===== config.mk =====
export PLATFORM = sky130hd
export DESIGN_NAME = burstControl_flat
export DESIGN_NICKNAME = d
export VERILOG_FILES = /design/src/common/cameraPkg.sv /design/src/common/grabberCfgIf.sv /design/src/burstControl.sv /design/src/flat_wrapper.sv
export SDC_FILE = /design/constraint.sdc
export NUM_CORES = 1
export LEC_CHECK = 0
export ABC_CLOCK_PERIOD_IN_PS = 2700
export BUFFER_PORTS_ARGS = -buffer_cell sky130_fd_sc_hd__buf_2
export CAP_MARGIN = 10
export CORE_MARGIN = 2
export CORE_UTILIZATION = 53
export DETAILED_ROUTE_END_ITERATION = 8
export HOLD_SLACK_MARGIN = 0.03
export PLACE_DENSITY = 0.81
export SYNTH_ARGS = -nofsm -noshare
export SYNTH_HDL_FRONTEND = slang
export SYNTH_SLANG_ARGS = --single-unit

===== constraint.sdc =====
create_clock -name clock -period 2.7 [get_ports clock]
set_input_delay 0.27 -clock clock [delete_from_list [all_inputs] [get_ports clock]]
set_output_delay 0.27 -clock clock [all_outputs]
set_load 0.005 [all_outputs]

===== src/common/cameraPkg.sv =====
package cameraPkg;

  // widths with a meaning.
  typedef logic [10:0] byteCountT;
  typedef logic [7:0]  wordAddrT;
  typedef logic [31:0] busWordT;
  typedef logic [16:0] pclkKhzT;
  typedef logic [7:0]  fpsT;

  typedef enum logic [2:0] {
    idle,
    requestBus,
    initBurst,
    doBurst,
    endOk,
    endError
  } burstStateT;

  // custom instruction codes in ciValueA.
  localparam logic [2:0] cmdLineBytes  = 3'd0;
  localparam logic [2:0] cmdFrameLines = 3'd1;
  localparam logic [2:0] cmdPclkKhz    = 3'd2;
  localparam logic [2:0] cmdFps        = 3'd3;
  localparam logic [2:0] cmdReadBase   = 3'd4;
  localparam logic [2:0] cmdWriteBase  = 3'd5;
  localparam logic [2:0] cmdControl    = 3'd6;
  localparam logic [2:0] cmdShotDone   = 3'd7;

  localparam int maxBurstWords = 16;

  // luma weights 77/150/29 over 256.
  function automatic logic [7:0] rgb565ToGray(input logic [15:0] rgb);
    logic [15:0] red;
    logic [15:0] green;
    logic [15:0] blue;
    logic [15:0] sum;
    red   = {8'd0, rgb[15:11], 3'd0};
    green = {8'd0, rgb[10:5], 2'd0};
    blue  = {8'd0, rgb[4:0], 3'd0};
    sum   = 16'd77 * red + 16'd150 * green + 16'd29 * blue;
    return sum[15:8];
  endfunction

endpackage


===== src/common/grabberCfgIf.sv =====
`timescale 1ns/1ps

interface grabberCfgIf import cameraPkg::*; ();

  // set by software through the register block.
  busWordT frameBase;
  logic    grabActive;
  logic    shotRequest;

  // single-cycle events from the burst controller.
  logic    shotFinished;
  logic    shotConsumed;

  modport regs (
    output frameBase,
    output grabActive,
    output shotRequest,
    input  shotFinished,
    input  shotConsumed
  );

  modport ctrl (
    input  frameBase,
    input  grabActive,
    input  shotRequest,
    output shotFinished,
    output shotConsumed
  );

endinterface


===== src/burstControl.sv =====
`timescale 1ns/1ps

module burstControl import cameraPkg::*;
(
  input  logic       clock,
  input  logic       arstN,
  input  logic       lineDone,
  input  logic       frameStart,
  input  byteCountT  lineBytes,
  input  logic       busGrant,
  input  logic       busy,
  input  logic       busError,
  input  busWordT    readData,
  output wordAddrT   readAddr,
  output logic       requestBus,
  output logic       beginTransaction,
  output busWordT    addressData,
  output logic       endTransaction,
  output logic [3:0] byteEnables,
  output logic       dataValid,
  output logic [7:0] burstSize,
  grabberCfgIf.ctrl  cfg
);

  burstStateT state;
  burstStateT nextState;
  logic       grabRunning;
  logic       shotArmed;
  busWordT    busAddr;
  logic [7:0] lineWords;
  logic [7:0] wordsLeft;
  logic [7:0] burstWords;
  logic [4:0] burstLeft;
  wordAddrT   readPtr;
  logic       doWrite;
  logic       burstDone;
  logic       lineAccepted;

  assign lineWords  = 8'(lineBytes >> 3);
  assign burstWords = (wordsLeft > 8'(maxBurstWords)) ? 8'(maxBurstWords) : wordsLeft;

  // one word per cycle without back-pressure.
  assign doWrite   = (state == doBurst) && (burstLeft != 5'd0) && !busy && !busError;
  assign burstDone = (state == doBurst) && (burstLeft == 5'd0) && !busy;

  // look one word ahead for the registered line buffer read.
  assign readAddr = doWrite ? readPtr + 8'd1 : readPtr;

  assign requestBus   = (state == cameraPkg::requestBus);
  assign lineAccepted = (state == idle) && (nextState == cameraPkg::requestBus);

  // shot bookkeeping happens at frame boundaries.
  assign cfg.shotConsumed = frameStart && cfg.shotRequest;
  assign cfg.shotFinished = frameStart && shotArmed;

  // ==========================================================================
  // control FSM
  // ==========================================================================

  always_comb
  begin
    nextState = state;
    case (state)
      idle:
        if (lineDone && (grabRunning || shotArmed) && (lineWords != 8'd0))
          nextState = cameraPkg::requestBus;
      cameraPkg::requestBus:
        if (busGrant)
          nextState = initBurst;
      initBurst:
        nextState = doBurst;
      doBurst:
        if (busError)
          nextState = endError;
        else if (burstDone)
          nextState = endOk;
      endOk:
        nextState = (wordsLeft != 8'd0) ? cameraPkg::requestBus : idle;
      default:
        nextState = idle;
    endcase
  end

  always_ff @(posedge clock or negedge arstN)
  begin
    if (!arstN)
    begin
      state       <= idle;
      grabRunning <= 1'b0;
      shotArmed   <= 1'b0;
      busAddr     <= '0;
      wordsLeft   <= '0;
      burstLeft   <= '0;
      readPtr     <= '0;
    end
    else
    begin
      state <= nextState;
      if (frameStart)
      begin
        busAddr     <= cfg.frameBase;
        grabRunning <= cfg.grabActive;
        shotArmed   <= cfg.shotRequest;
      end
      else if (doWrite)
        busAddr <= busAddr + 32'd4;
      if (lineAccepted)
      begin
        wordsLeft <= lineWords;
        readPtr   <= '0;
      end
      else if (state == initBurst)
      begin
        wordsLeft <= wordsLeft - burstWords;
        burstLeft <= burstWords[4:0];
      end
      else if (doWrite)
      begin
        burstLeft <= burstLeft - 5'd1;
        readPtr   <= readAddr;
      end
      else if (state == endError)
        wordsLeft <= '0;
    end
  end

  // ==========================================================================
  // bus outputs
  // ==========================================================================

  always_ff @(posedge clock or negedge arstN)
  begin
    if (!arstN)
    begin
      beginTransaction <= 1'b0;
      endTransaction   <= 1'b0;
      byteEnables      <= '0;
      burstSize        <= '0;
      addressData      <= '0;
      dataValid        <= 1'b0;
    end
    else
    begin
      beginTransaction <= (state == initBurst);
      byteEnables      <= (state == initBurst) ? 4'hF : 4'h0;
      burstSize        <= (state == initBurst) ? burstWords - 8'd1 : 8'd0;
      endTransaction   <= burstDone || ((state == doBurst) && busError);
      if (state == initBurst)
      begin
        addressData <= busAddr;
        dataValid   <= 1'b0;
      end
      else if (doWrite)
      begin
        addressData <= readData;
        dataValid   <= 1'b1;
      end
      else if (!busy || busError)
      begin
        addressData <= '0;
        dataValid   <= 1'b0;
      end
    end
  end

endmodule


===== src/flat_wrapper.sv =====
// flat-port wrapper written by rule: the top's interface ports become plain ports
module burstControl_flat import cameraPkg::*;
  (clock, arstN, lineDone, frameStart, lineBytes, busGrant, busy, busError, readData, readAddr, requestBus, beginTransaction, addressData, endTransaction, byteEnables, dataValid, burstSize, cfg_frameBase, cfg_grabActive, cfg_shotRequest, cfg_shotFinished, cfg_shotConsumed);
  grabberCfgIf cfg_i ();
  input  logic clock;
  input  logic arstN;
  input  logic lineDone;
  input  logic frameStart;
  input  byteCountT lineBytes;
  input  logic busGrant;
  input  logic busy;
  input  logic busError;
  input  busWordT readData;
  output wordAddrT readAddr;
  output logic requestBus;
  output logic beginTransaction;
  output busWordT addressData;
  output logic endTransaction;
  output logic [3:0] byteEnables;
  output logic dataValid;
  output logic [7:0] burstSize;
  input wire logic [$bits(cfg_i.frameBase)-1:0] cfg_frameBase;
  input wire logic [$bits(cfg_i.grabActive)-1:0] cfg_grabActive;
  input wire logic [$bits(cfg_i.shotRequest)-1:0] cfg_shotRequest;
  output wire logic [$bits(cfg_i.shotFinished)-1:0] cfg_shotFinished;
  output wire logic [$bits(cfg_i.shotConsumed)-1:0] cfg_shotConsumed;
  assign cfg_i.frameBase = cfg_frameBase;
  assign cfg_i.grabActive = cfg_grabActive;
  assign cfg_i.shotRequest = cfg_shotRequest;
  assign cfg_shotFinished = cfg_i.shotFinished;
  assign cfg_shotConsumed = cfg_i.shotConsumed;
  burstControl u_core (.clock(clock), .arstN(arstN), .lineDone(lineDone), .frameStart(frameStart), .lineBytes(lineBytes), .busGrant(busGrant), .busy(busy), .busError(busError), .readData(readData), .readAddr(readAddr), .requestBus(requestBus), .beginTransaction(beginTransaction), .addressData(addressData), .endTransaction(endTransaction), .byteEnables(byteEnables), .dataValid(dataValid), .burstSize(burstSize), .cfg(cfg_i));
endmodule

; Word level (Yosys, flattened, before mapping)
; Index checks and enable logic that the tools add are counted.
[totals]
latch_bits = 0
mem_bits_ro = 0
memories = 0
mem_bits_rw = 0
reg_bits = 105
wordCells = 84
input_bits = 84
output_inout_bits = 58
[op_classes]
n_reduce_logical = 29
magnitude_cmp = 1
muxes = 27
eq_ne = 8
shifts = 0
bitwise_logic = 1
multipliers = 0
n_addsub = 5
div = 0
[ops]
columns = op, count
row1 = 32-bit 2-to-1 mux, 5
row2 = 8-bit 2-to-1 mux, 10
row3 = 32-bit by 3-bit adder with 32-bit output (second input constant), 1
row4 = 8-bit nonzero test, 2
row5 = 3-bit one-hot mux with 5 select lines, 1
row6 = 3-bit 2-to-1 mux, 4
row7 = 1-bit logical AND, 11
row8 = 5-bit 2-to-1 mux, 2
row9 = 8-bit by 1-bit adder with 8-bit output (second input constant), 1
row10 = 8-bit by 5-bit greater-than comparator with 1-bit output (second input constant), 1
row11 = 8-bit by 1-bit subtractor with 8-bit output (second input constant), 1
row12 = 8-bit subtractor, 1
row13 = 3-bit by 1-bit == test with 1-bit output (second input constant), 2
row14 = 3-bit by 2-bit == test with 1-bit output (second input constant), 2
row15 = 3-bit == test (second input constant), 2
row16 = 2-bit AND reduction, 3
row17 = 2-bit nonzero test, 3
row18 = 3-bit nonzero test, 2
row19 = 5-bit logical NOT, 1
row20 = 5-bit nonzero test, 1
row21 = 5-bit by 1-bit subtractor with 5-bit output (second input constant), 1
row22 = 1-bit 2-to-1 mux, 4
row23 = 4-bit 2-to-1 mux, 1
row24 = 3-bit logical NOT, 1
row25 = 5 further kinds, 8

; Logic depth before layout (Yosys ltp)
; Gate-level depths: netlist of the first run.
[depth]
ltp_word = 10
depth_mapped = 10
ltp_nobuf = 8

; Worst setup path after synthesis of the first run
; No wires, ideal clock.
[synth_timing]
path_kind = register -> register
startpoint = register u_core.wordsLeft[1]
endpoint = register u_core.burstSize[4]
stages_incl_launch_ff = 7
t_required_ns = 2.622
n_path_buf = 0
t_arrival_ns = 2.149
setup_ns = 0.078
period_less_slack_ns = 2.227
path_slack_ns = 0.473
path_cell_list = dfrtp_1 > or4_1 > a21oi_1 > nand2_1 > ha_1 > or2_2 > a21oi_1
[synth_via]
elab_chain_cells = 4
[synth_rtl]
columns = element, line
row1 = start: declaration, burstControl.sv:31  ; logic [7:0] wordsLeft;
row2 = start signal: assignment, burstControl.sv:109  ; wordsLeft <= lineWords;
row3 = start signal: assignment, burstControl.sv:114  ; wordsLeft <= wordsLeft - burstWords;
row4 = 8-bit by 5-bit greater-than comparator with 1-bit output, burstControl.sv:40  ; assign burstWords = (wordsLeft > 8'(maxBurstWords)) ? 8'(maxBurstWords) : wordsLeft;
row5 = 8-bit 2-to-1 mux (*), burstControl.sv:40
row6 = 8-bit by 1-bit subtractor with 8-bit output (*), burstControl.sv:146  ; burstSize <= (state == initBurst) ? burstWords - 8'd1 : 8'd0;
row7 = 8-bit 2-to-1 mux (*), burstControl.sv:146
row8 = end signal: assignment, burstControl.sv:146
row9 = end: declaration, burstControl.sv:21  ; output logic [7:0] burstSize,
; Every way passes the cells marked *; elsewhere a longest branch is shown, timed or not.
; A chain may end at the register's enable or synchronous reset.

; Final worst setup path of the first run
[layout_timing]
startpoint = register u_core.burstLeft[0]
endpoint = output readAddr[6]
[layout_via]
elab_chain_cells = 5
[layout_rtl]
columns = element, line
row1 = start: declaration, burstControl.sv:33  ; logic [4:0] burstLeft;
row2 = start signal: assignment, burstControl.sv:115  ; burstLeft <= burstWords[4:0];
row3 = start signal: assignment, burstControl.sv:119  ; burstLeft <= burstLeft - 5'd1;
row4 = 5-bit nonzero test, burstControl.sv:43  ; assign doWrite = (state == doBurst) && (burstLeft != 5'd0) && !busy && !busError;
row5 = 1-bit logical AND (3 in series), burstControl.sv:43
row6 = 8-bit 2-to-1 mux, burstControl.sv:47  ; assign readAddr = doWrite ? readPtr + 8'd1 : readPtr;
row7 = end: declaration, flat_wrapper.sv:14  ; output wordAddrT readAddr;
; Every way passes these cells.

==> impl_results.md, run 1 <==
- Post-synthesis sequential area ratio: 49.7%
- CTS Buf Count: 9
- Synth area leader: dfrtp_1
- Vias per cell: 5.68
- Area of the mapped netlist: 0.00508 mm2
- Routed via count: between 4000 and 5000
- Post-route insts no fill: 778
- Worst r2r src: u_core.wordsLeft[1]$_DFFE_PN0P_
- Setup TNS: 0 ps
- Port Buf Inserts: 138
- Drt drc: 0
- Final worst slack: 167 ps
- Register bit total from synthesis: between 100 and 150
- H-Tree Depth: 3
- Most frequent cells in the layout: buf_2 (137), dfrtp_1 (101), nand2_1 (62), o21ai_0 (46), inv_1 (37)
- Worst path slowest cell: or4b_1
- Dpl hpwl: 8640 um
- Total Routed Length: 12000 um
- Slowest stage delay, CP: 580 ps
- CP Data Required Time: ~2400 ps
- Wirelength per Cell: roughly 15 um
- DR pass1 iterations: 9
- Hold depth: 3
- CP Launch Type: flop
- Layout area overhead: 19.5%
- GRT overflow: 0
- Reg2Reg Depth: 7
- Worst Hold Path EP: u_core.busAddr[7]$_DFFE_PN0N_
- RePlAce Congestion: 0.852
- Initial Utilization: 54.7%
- RSZ-0062 raised after global routing: false
- Root buf cell: clkbuf_8
- Synth area leaders: dfrtp_1 (50%), a222oi_1 (6.5%), nand2_1 (4.6%)
- Outcome: completed
- Nets: between 700 and 800
- Syn nets: 609
- Post-CTS setup buffer count: 0
- WP buf/inv: 2
- Clk buf depth: 2
- Multi-input gate area: roughly 0.0022 mm2
- Pleak: 3.04 nW
- Final setup violation count: 0
- CORE AREA: 0.00928 mm2
- First-pass GRT wire length: 19700 um
- Yosys warnings: 0
- Hold Violations, Final: 0
- Hold Startpoint: cfg_frameBase[7]
- Cell variety after synth: 53
- Top FF cell, synth: dfrtp_1
- Layout cells sized above 1: 27.7%
- Worst setup EP type: output pin
- Worst vdd ir: 0.392 mV
- All-layer global routing usage: roughly a quarter
- Clk slew on worst S/H paths: 100 ps
- Top cell type's share of synthesized area: about half
- Hold WC Path Type: in -> reg
- Iter 0 DRT Violations: 306
- Fmax: 395 MHz
- Period minus WS final: 2530 ps
- Total Power: slightly below 0.005 W
- Slew Viols, Final: 0
- Max_slew headroom: 52.2%
- IO Pins: 142
- Critical R2R Capture: u_core.burstSize[4]$_DFF_PN0_
- Die H: 102 um
- Area of placed instances: 0.00585 mm2
- Pwr dens: 809 mW/mm2
- Crit path launch: u_core.burstLeft[0]$_DFFE_PN0P_
- Max_cap viols: 0
- Share of flip-flops with an asynchronous set or reset: 100%
- Mean post-synth cell area: approximately 9.8 um2
- Reg2reg setup slack: 280 ps
- Slew @ Worst Pin: 717 ps
- Number of synthesized flops with an enable pin: 0
- CTS tree: yes
- # diodes: 0
- Largest net degree at the start of global routing: 57
- Clock latency on the worst-skew pair: 350 ps
- Register area: 0.00253 mm2
- CP Class: reg -> out
- Final period utilization: 93.8%
- Cells after synthesis: 518
- Crit-path leading delay family: simple AND/OR/NAND/NOR gates
- Crit Path Max Fanout: 13
- Placed instance count: 762
- Routed Antenna Nets: 0
- Critical path arrival: 2260 ps
- Setup Skew: 12.4 ps
- Crit-path cells: inv_1, ha_1, or4b_1, nand3_2, nor3_1, xor2_1, buf_2
- Fin area: ~0.0061 mm2
- Die Area: between 0.01 and 0.015 mm2
- Placement Rows: 35
- Vias in the first global route: ~4300
- Commonest non-fill, non-tap cell in the layout: buf_2
- Clock sink count: 101
- Initial antenna violation count: 0
- Die width: 102 um
- Fill cell total of the finished layout: about 760
- Setup WS pre-CTS: 312 ps
## registers in the layout, indices dropped and copies added (netlist names)
signal and flops:
u_core.shotArmed 1, u_core.burstSize 8, u_core.endTransaction 1, u_core.byteEnables 1, u_core.addressData 32, u_core.busAddr 32, u_core.dataValid 1, u_core.burstLeft 5
u_core.grabRunning 1, u_core.readPtr 8, u_core.wordsLeft 8, u_core.state 3
## stage by stage
| step | hold slack [ps] | util [%] |
|---|---|---|
| final | 121 | 65.4 |
| after global routing | 113 | 65.4 |
| after CTS | 109 | 65.4 |
| after detailed placement | 369 | 63.1 |
| after global placement | 365 | 63.1 |
| after floorplan | -25.6 | - |
## cells in the mapped netlist (all sizes together), types with 9 or more instances
cell and n:
nor4 13, clkbuf 18, nand4 9, a222oi 33
nand3 18, inv 37, xor2 17, o21ai 46
nand2 62, xnor2 24, a21oi 10, dfrtp 101
nor3 13, buf 16, nor2 29
## power breakdown
group / internal [W] / total, W / switching, W
logic: 0.000788 / 0.00170 / 0.000916
registers: 0.00189 / 0.00224 / 0.000351
clock network: 0.000451 / 0.000965 / 0.000514
total: 0.00313 / 0.00491 / 0.00178
## worst min-delay path: cells and delay by family
kind | cells | cell delay, ps
AOI/OAI and AO/OA | 1 | 60
and+or+nand+nor | 1 | 40
buffers and inverters | 1 | 70
## cell families after synthesis
| family | Yosys count | synth area share [%] |
|---|---|---|
| flops | 101 | 49.7 |
| xor+xnor | 41 | 7.07 |
| other cells | 2 | 0.148 |
| simple gates | 174 | 17.1 |
| compound gates | 112 | 15.9 |
| buf+inv | 72 | 6.40 |
| fa+ha+maj | 7 | 1.72 |
| mux | 9 | 1.92 |
## timing repair
item,4_1_cts,5_1_grt
endpoints found under the setup margin,2,2
endpoints found under the hold margin,55,0
resized for setup,1,1
hold buffers,1,0
## area by class of cell
cell class / count / share of cell area [%]
Sequential cell: 101 / 41.6
Clock buffer: 10 / 2.27
Multi-Input combinational cell: 345 / 36.9
Clock inverter: 5 / 1.01
Timing Repair Buffer: 150 / 13.1
Tap cell: 129 / 2.66
Inverter: 38 / 2.35
## how the worst max path moves through the flow
| stage | end | slack, ps | cells past startpoint |
|---|---|---|---|
| after floorplan | u_core.burstSize[4]$_DFF_PN0_ | 470 | 6 |
| after global placement | u_core.busAddr[6]$_DFFE_PN0N_ | 390 | 8 |
| after detailed placement | u_core.busAddr[12]$_DFFE_PN0N_ | 310 | 8 |
| after CTS | readAddr[2] | 90 | 7 |
| after global routing | readAddr[6] | 10 | 7 |
| final | readAddr[6] | 170 | 7 |
## metal layers
layer | GRT usage [%] | up-vias | share of wire (%)
met5 | 0 | - | 0
met4 | 5.64 | 0 | 1.3
met3 | 6.36 | 13 | 7.4
met2 | 39.9 | 169 | 49
met1 | 30.6 | 2131 | 42
li1 | - | 2106 | -
Note: power is estimated with default switching activity, not from simulation.
==> inputs of run 2 (changes only) <==
--- a/config.mk
+++ b/config.mk
@@ -13,6 +13,7 @@
 export DETAILED_ROUTE_END_ITERATION = 8
 export HOLD_SLACK_MARGIN = 0.03
 export PLACE_DENSITY = 0.81
+export RECOVER_POWER = 25
 export SYNTH_ARGS = -nofsm -noshare
 export SYNTH_HDL_FRONTEND = slang
 export SYNTH_SLANG_ARGS = --single-unit
==> run 2 against run 1 <==
Clock-buffer cell count unchanged. Clock skew increased by 0.78 ps. Largest power group unchanged. Global-route usage unchanged. Sequential share of layout area increased by 0.060 points. First-iteration DRC count unchanged. Setup slack got worse by 0.59 ps. Power about the same. Highest routed layer unchanged. Die area unchanged. Critical path depth unchanged.
==> impl_results.md, run 2 (synthesis gave the netlist of run 1 again) <==
- DR pass1 iterations: 9 (unchanged)
- GRT overflow: 0 (unchanged)
- Worst vdd ir: 0.393 mV (+0.31%)
- CORE AREA: 0.00928 mm2 (unchanged)
- Iter 0 DRT Violations: 306 (unchanged)
- Hold Violations, Final: 0 (unchanged)
- Final period utilization: 93.9% (about the same)
- Layout cells sized above 1: 27.0% (-0.77 points)
- Initial Utilization: 54.7% (unchanged)
- Most frequent cells in the layout: buf_2 (132), dfrtp_1 (101), nand2_1 (62), o21ai_0 (46), inv_1 (37)
- Pleak: 3.02 nW (-0.63%)
- Die Area: 0.0104 mm2 (unchanged)
- Fill cell total of the finished layout: 760 (+0.40%)
- Outcome: completed
- Fmax: 395 MHz (about the same)
- Critical path arrival: 2260 ps (about the same)
- Slowest stage delay, CP: 580 ps (about the same)
- Setup TNS: 0 ps (unchanged)
- CP Launch Type: flop
- Clock latency on the worst-skew pair: 350 ps (about the same)
- Crit-path cells: inv_1, ha_1, or4b_1, nand3_2, nor3_1, xor2_1, buf_2
- CP Class: reg -> out
- RSZ-0062 raised after global routing: false
- Total Power: 0.00491 W (about the same)
- CTS Buf Count: 9 (unchanged)
- H-Tree Depth: 3 (unchanged)
- Total Routed Length: 12000 um (+0.38%)
- Die H: 102 um (unchanged)
- Die width: 102 um (unchanged)
- # diodes: 0 (unchanged)
- Largest regs: u_core.addressData x32, u_core.busAddr x32
- Port Buf Inserts: 138 (unchanged)
- Initial antenna violation count: 0 (unchanged)
- CTS tree: yes
- Clk buf depth: 2 (unchanged)
- Routed Antenna Nets: 0 (unchanged)
- Largest net degree at the start of global routing: 57 (unchanged)
- All-layer global routing usage: 23.6% (unchanged)
- Worst setup EP type: output pin
- Dpl hpwl: 8640 um (unchanged)
- Layout area overhead: 19.3%
- Placement Rows: 35 (unchanged)
- Vias in the first global route: 4303 (unchanged)
- Root buf cell: clkbuf_8
- Wirelength per Cell: 15.4 um (+0.38%)
- Drt drc: 0 (unchanged)
- Max_cap viols: 0 (unchanged)
- First-pass GRT wire length: 19700 um (unchanged)
- Clock sink count: 101 (unchanged)
- Slew @ Worst Pin: 1390 ps (+673 ps)
- Routed via count: 4434 (+0.34%)
- Nets: 736 (unchanged)
- Hold WC Path Type: in -> reg
- Slew Viols, Final: 0 (unchanged)
- Commonest non-fill, non-tap cell in the layout: buf_2
- Setup Skew: 13.2 ps (+0.777 ps)
- IO Pins: 142 (unchanged)
- Vias per cell: 5.70 (+0.34%)
- RePlAce Congestion: 0.852 (unchanged)
- CP Data Required Time: 2430 ps (about the same)
- Pwr dens: 811 mW/mm2 (+0.21%)
- Crit Path Max Fanout: 13 (unchanged)
- Final setup violation count: 0 (unchanged)
- Period minus WS final: 2530 ps (+0.595 ps)
- Clk slew on worst S/H paths: 100 ps (about the same)
- Max_slew headroom: 7.34% (-45 points)
- Worst path slowest cell: or4b_1
[run 2: report_power, final]
part	internal (W)	switching [W]	total (W)	leakage, nW
combinational	0.000784	0.000920	0.00170	1.63
sequential	0.00189	0.000354	0.00225	1.30
clock	0.000451	0.000515	0.000966	0.0906
[run 2: worst max-delay path, delay by kind of cell, from the launching register on]
kind / cells / cell delay (ps)
xor gates and xnor gates: 1 / 150
adders and majority gates: 1 / 160
buffers and inverters: 2 / 240
and+or+nand+nor: 3 / 960
DFF: 1 / 420
[run 2: cell type report]
cell class | count | area (um2) | share of cell area (%)
well taps | 129 | 161 | 2.66
inverters | 38 | 143 | 2.35
clock buffers | 10 | 138 | 2.27
repair buffers | 150 | 790 | 13.0
multi-input cells | 345 | 2240 | 37.0
clock inverters | 5 | 61.3 | 1.01
flip-flops and latches | 101 | 2530 | 41.7
[run 2: final timing paths]
check / startpoint / slack (ps) / endpoint / depth (start not counted)
hold / removal: cfg_frameBase[7] / 120 / u_core.busAddr[7]$_DFFE_PN0N_ / 3
min in group asynchronous: arstN / 790 / u_core.addressData[2]$_DFFE_PN0P_ / 2
hold reg to reg: u_core.dataValid$_DFFE_PN0P_ / 480 / u_core.dataValid$_DFFE_PN0P_ / 2
max in group asynchronous: arstN / 1010 / u_core.readPtr[0]$_DFFE_PN0P_ / 3
setup reg to reg: u_core.wordsLeft[1]$_DFFE_PN0P_ / 290 / u_core.burstSize[4]$_DFF_PN0_ / 7
setup / recovery: u_core.burstLeft[0]$_DFFE_PN0P_ / 170 / readAddr[6] / 7
[run 2: stage by stage]
| stage | hold WS (ps) | instance area [um2] | utilization, % | setup WS, ps | cells |
|---|---|---|---|---|---|
| finish | 120 | 6060 | 65.3 | 166 | 778 |
| global route | 113 | 6060 | 65.3 | 14.5 | 778 |
| CTS | 109 | 6070 | 65.4 | 93.1 | 778 |
| detailed placement | 369 | 5850 | 63.1 | 312 | 762 |
| global placement | 365 | 5850 | 63.1 | 390 | 762 |
| floorplan | -25.6 | 5080 | - | 473 | 518 |
[run 2: per-layer routing]
layer	GRT usage [%]	part of all wire (%)	vias to the layer above
met5	0	0	-
met4	5.64	1.3	0
met3	6.36	7.4	13
met2	39.9	49	173
met1	30.6	42	2146
li1	-	-	2102
[run 2: repair_timing]
item,CTS,global route
hold endpoints to repair,55,0
resized for setup,1,1
hold buffers,1,0
buffers inserted,0,0
endpoints found under the setup margin,2,2
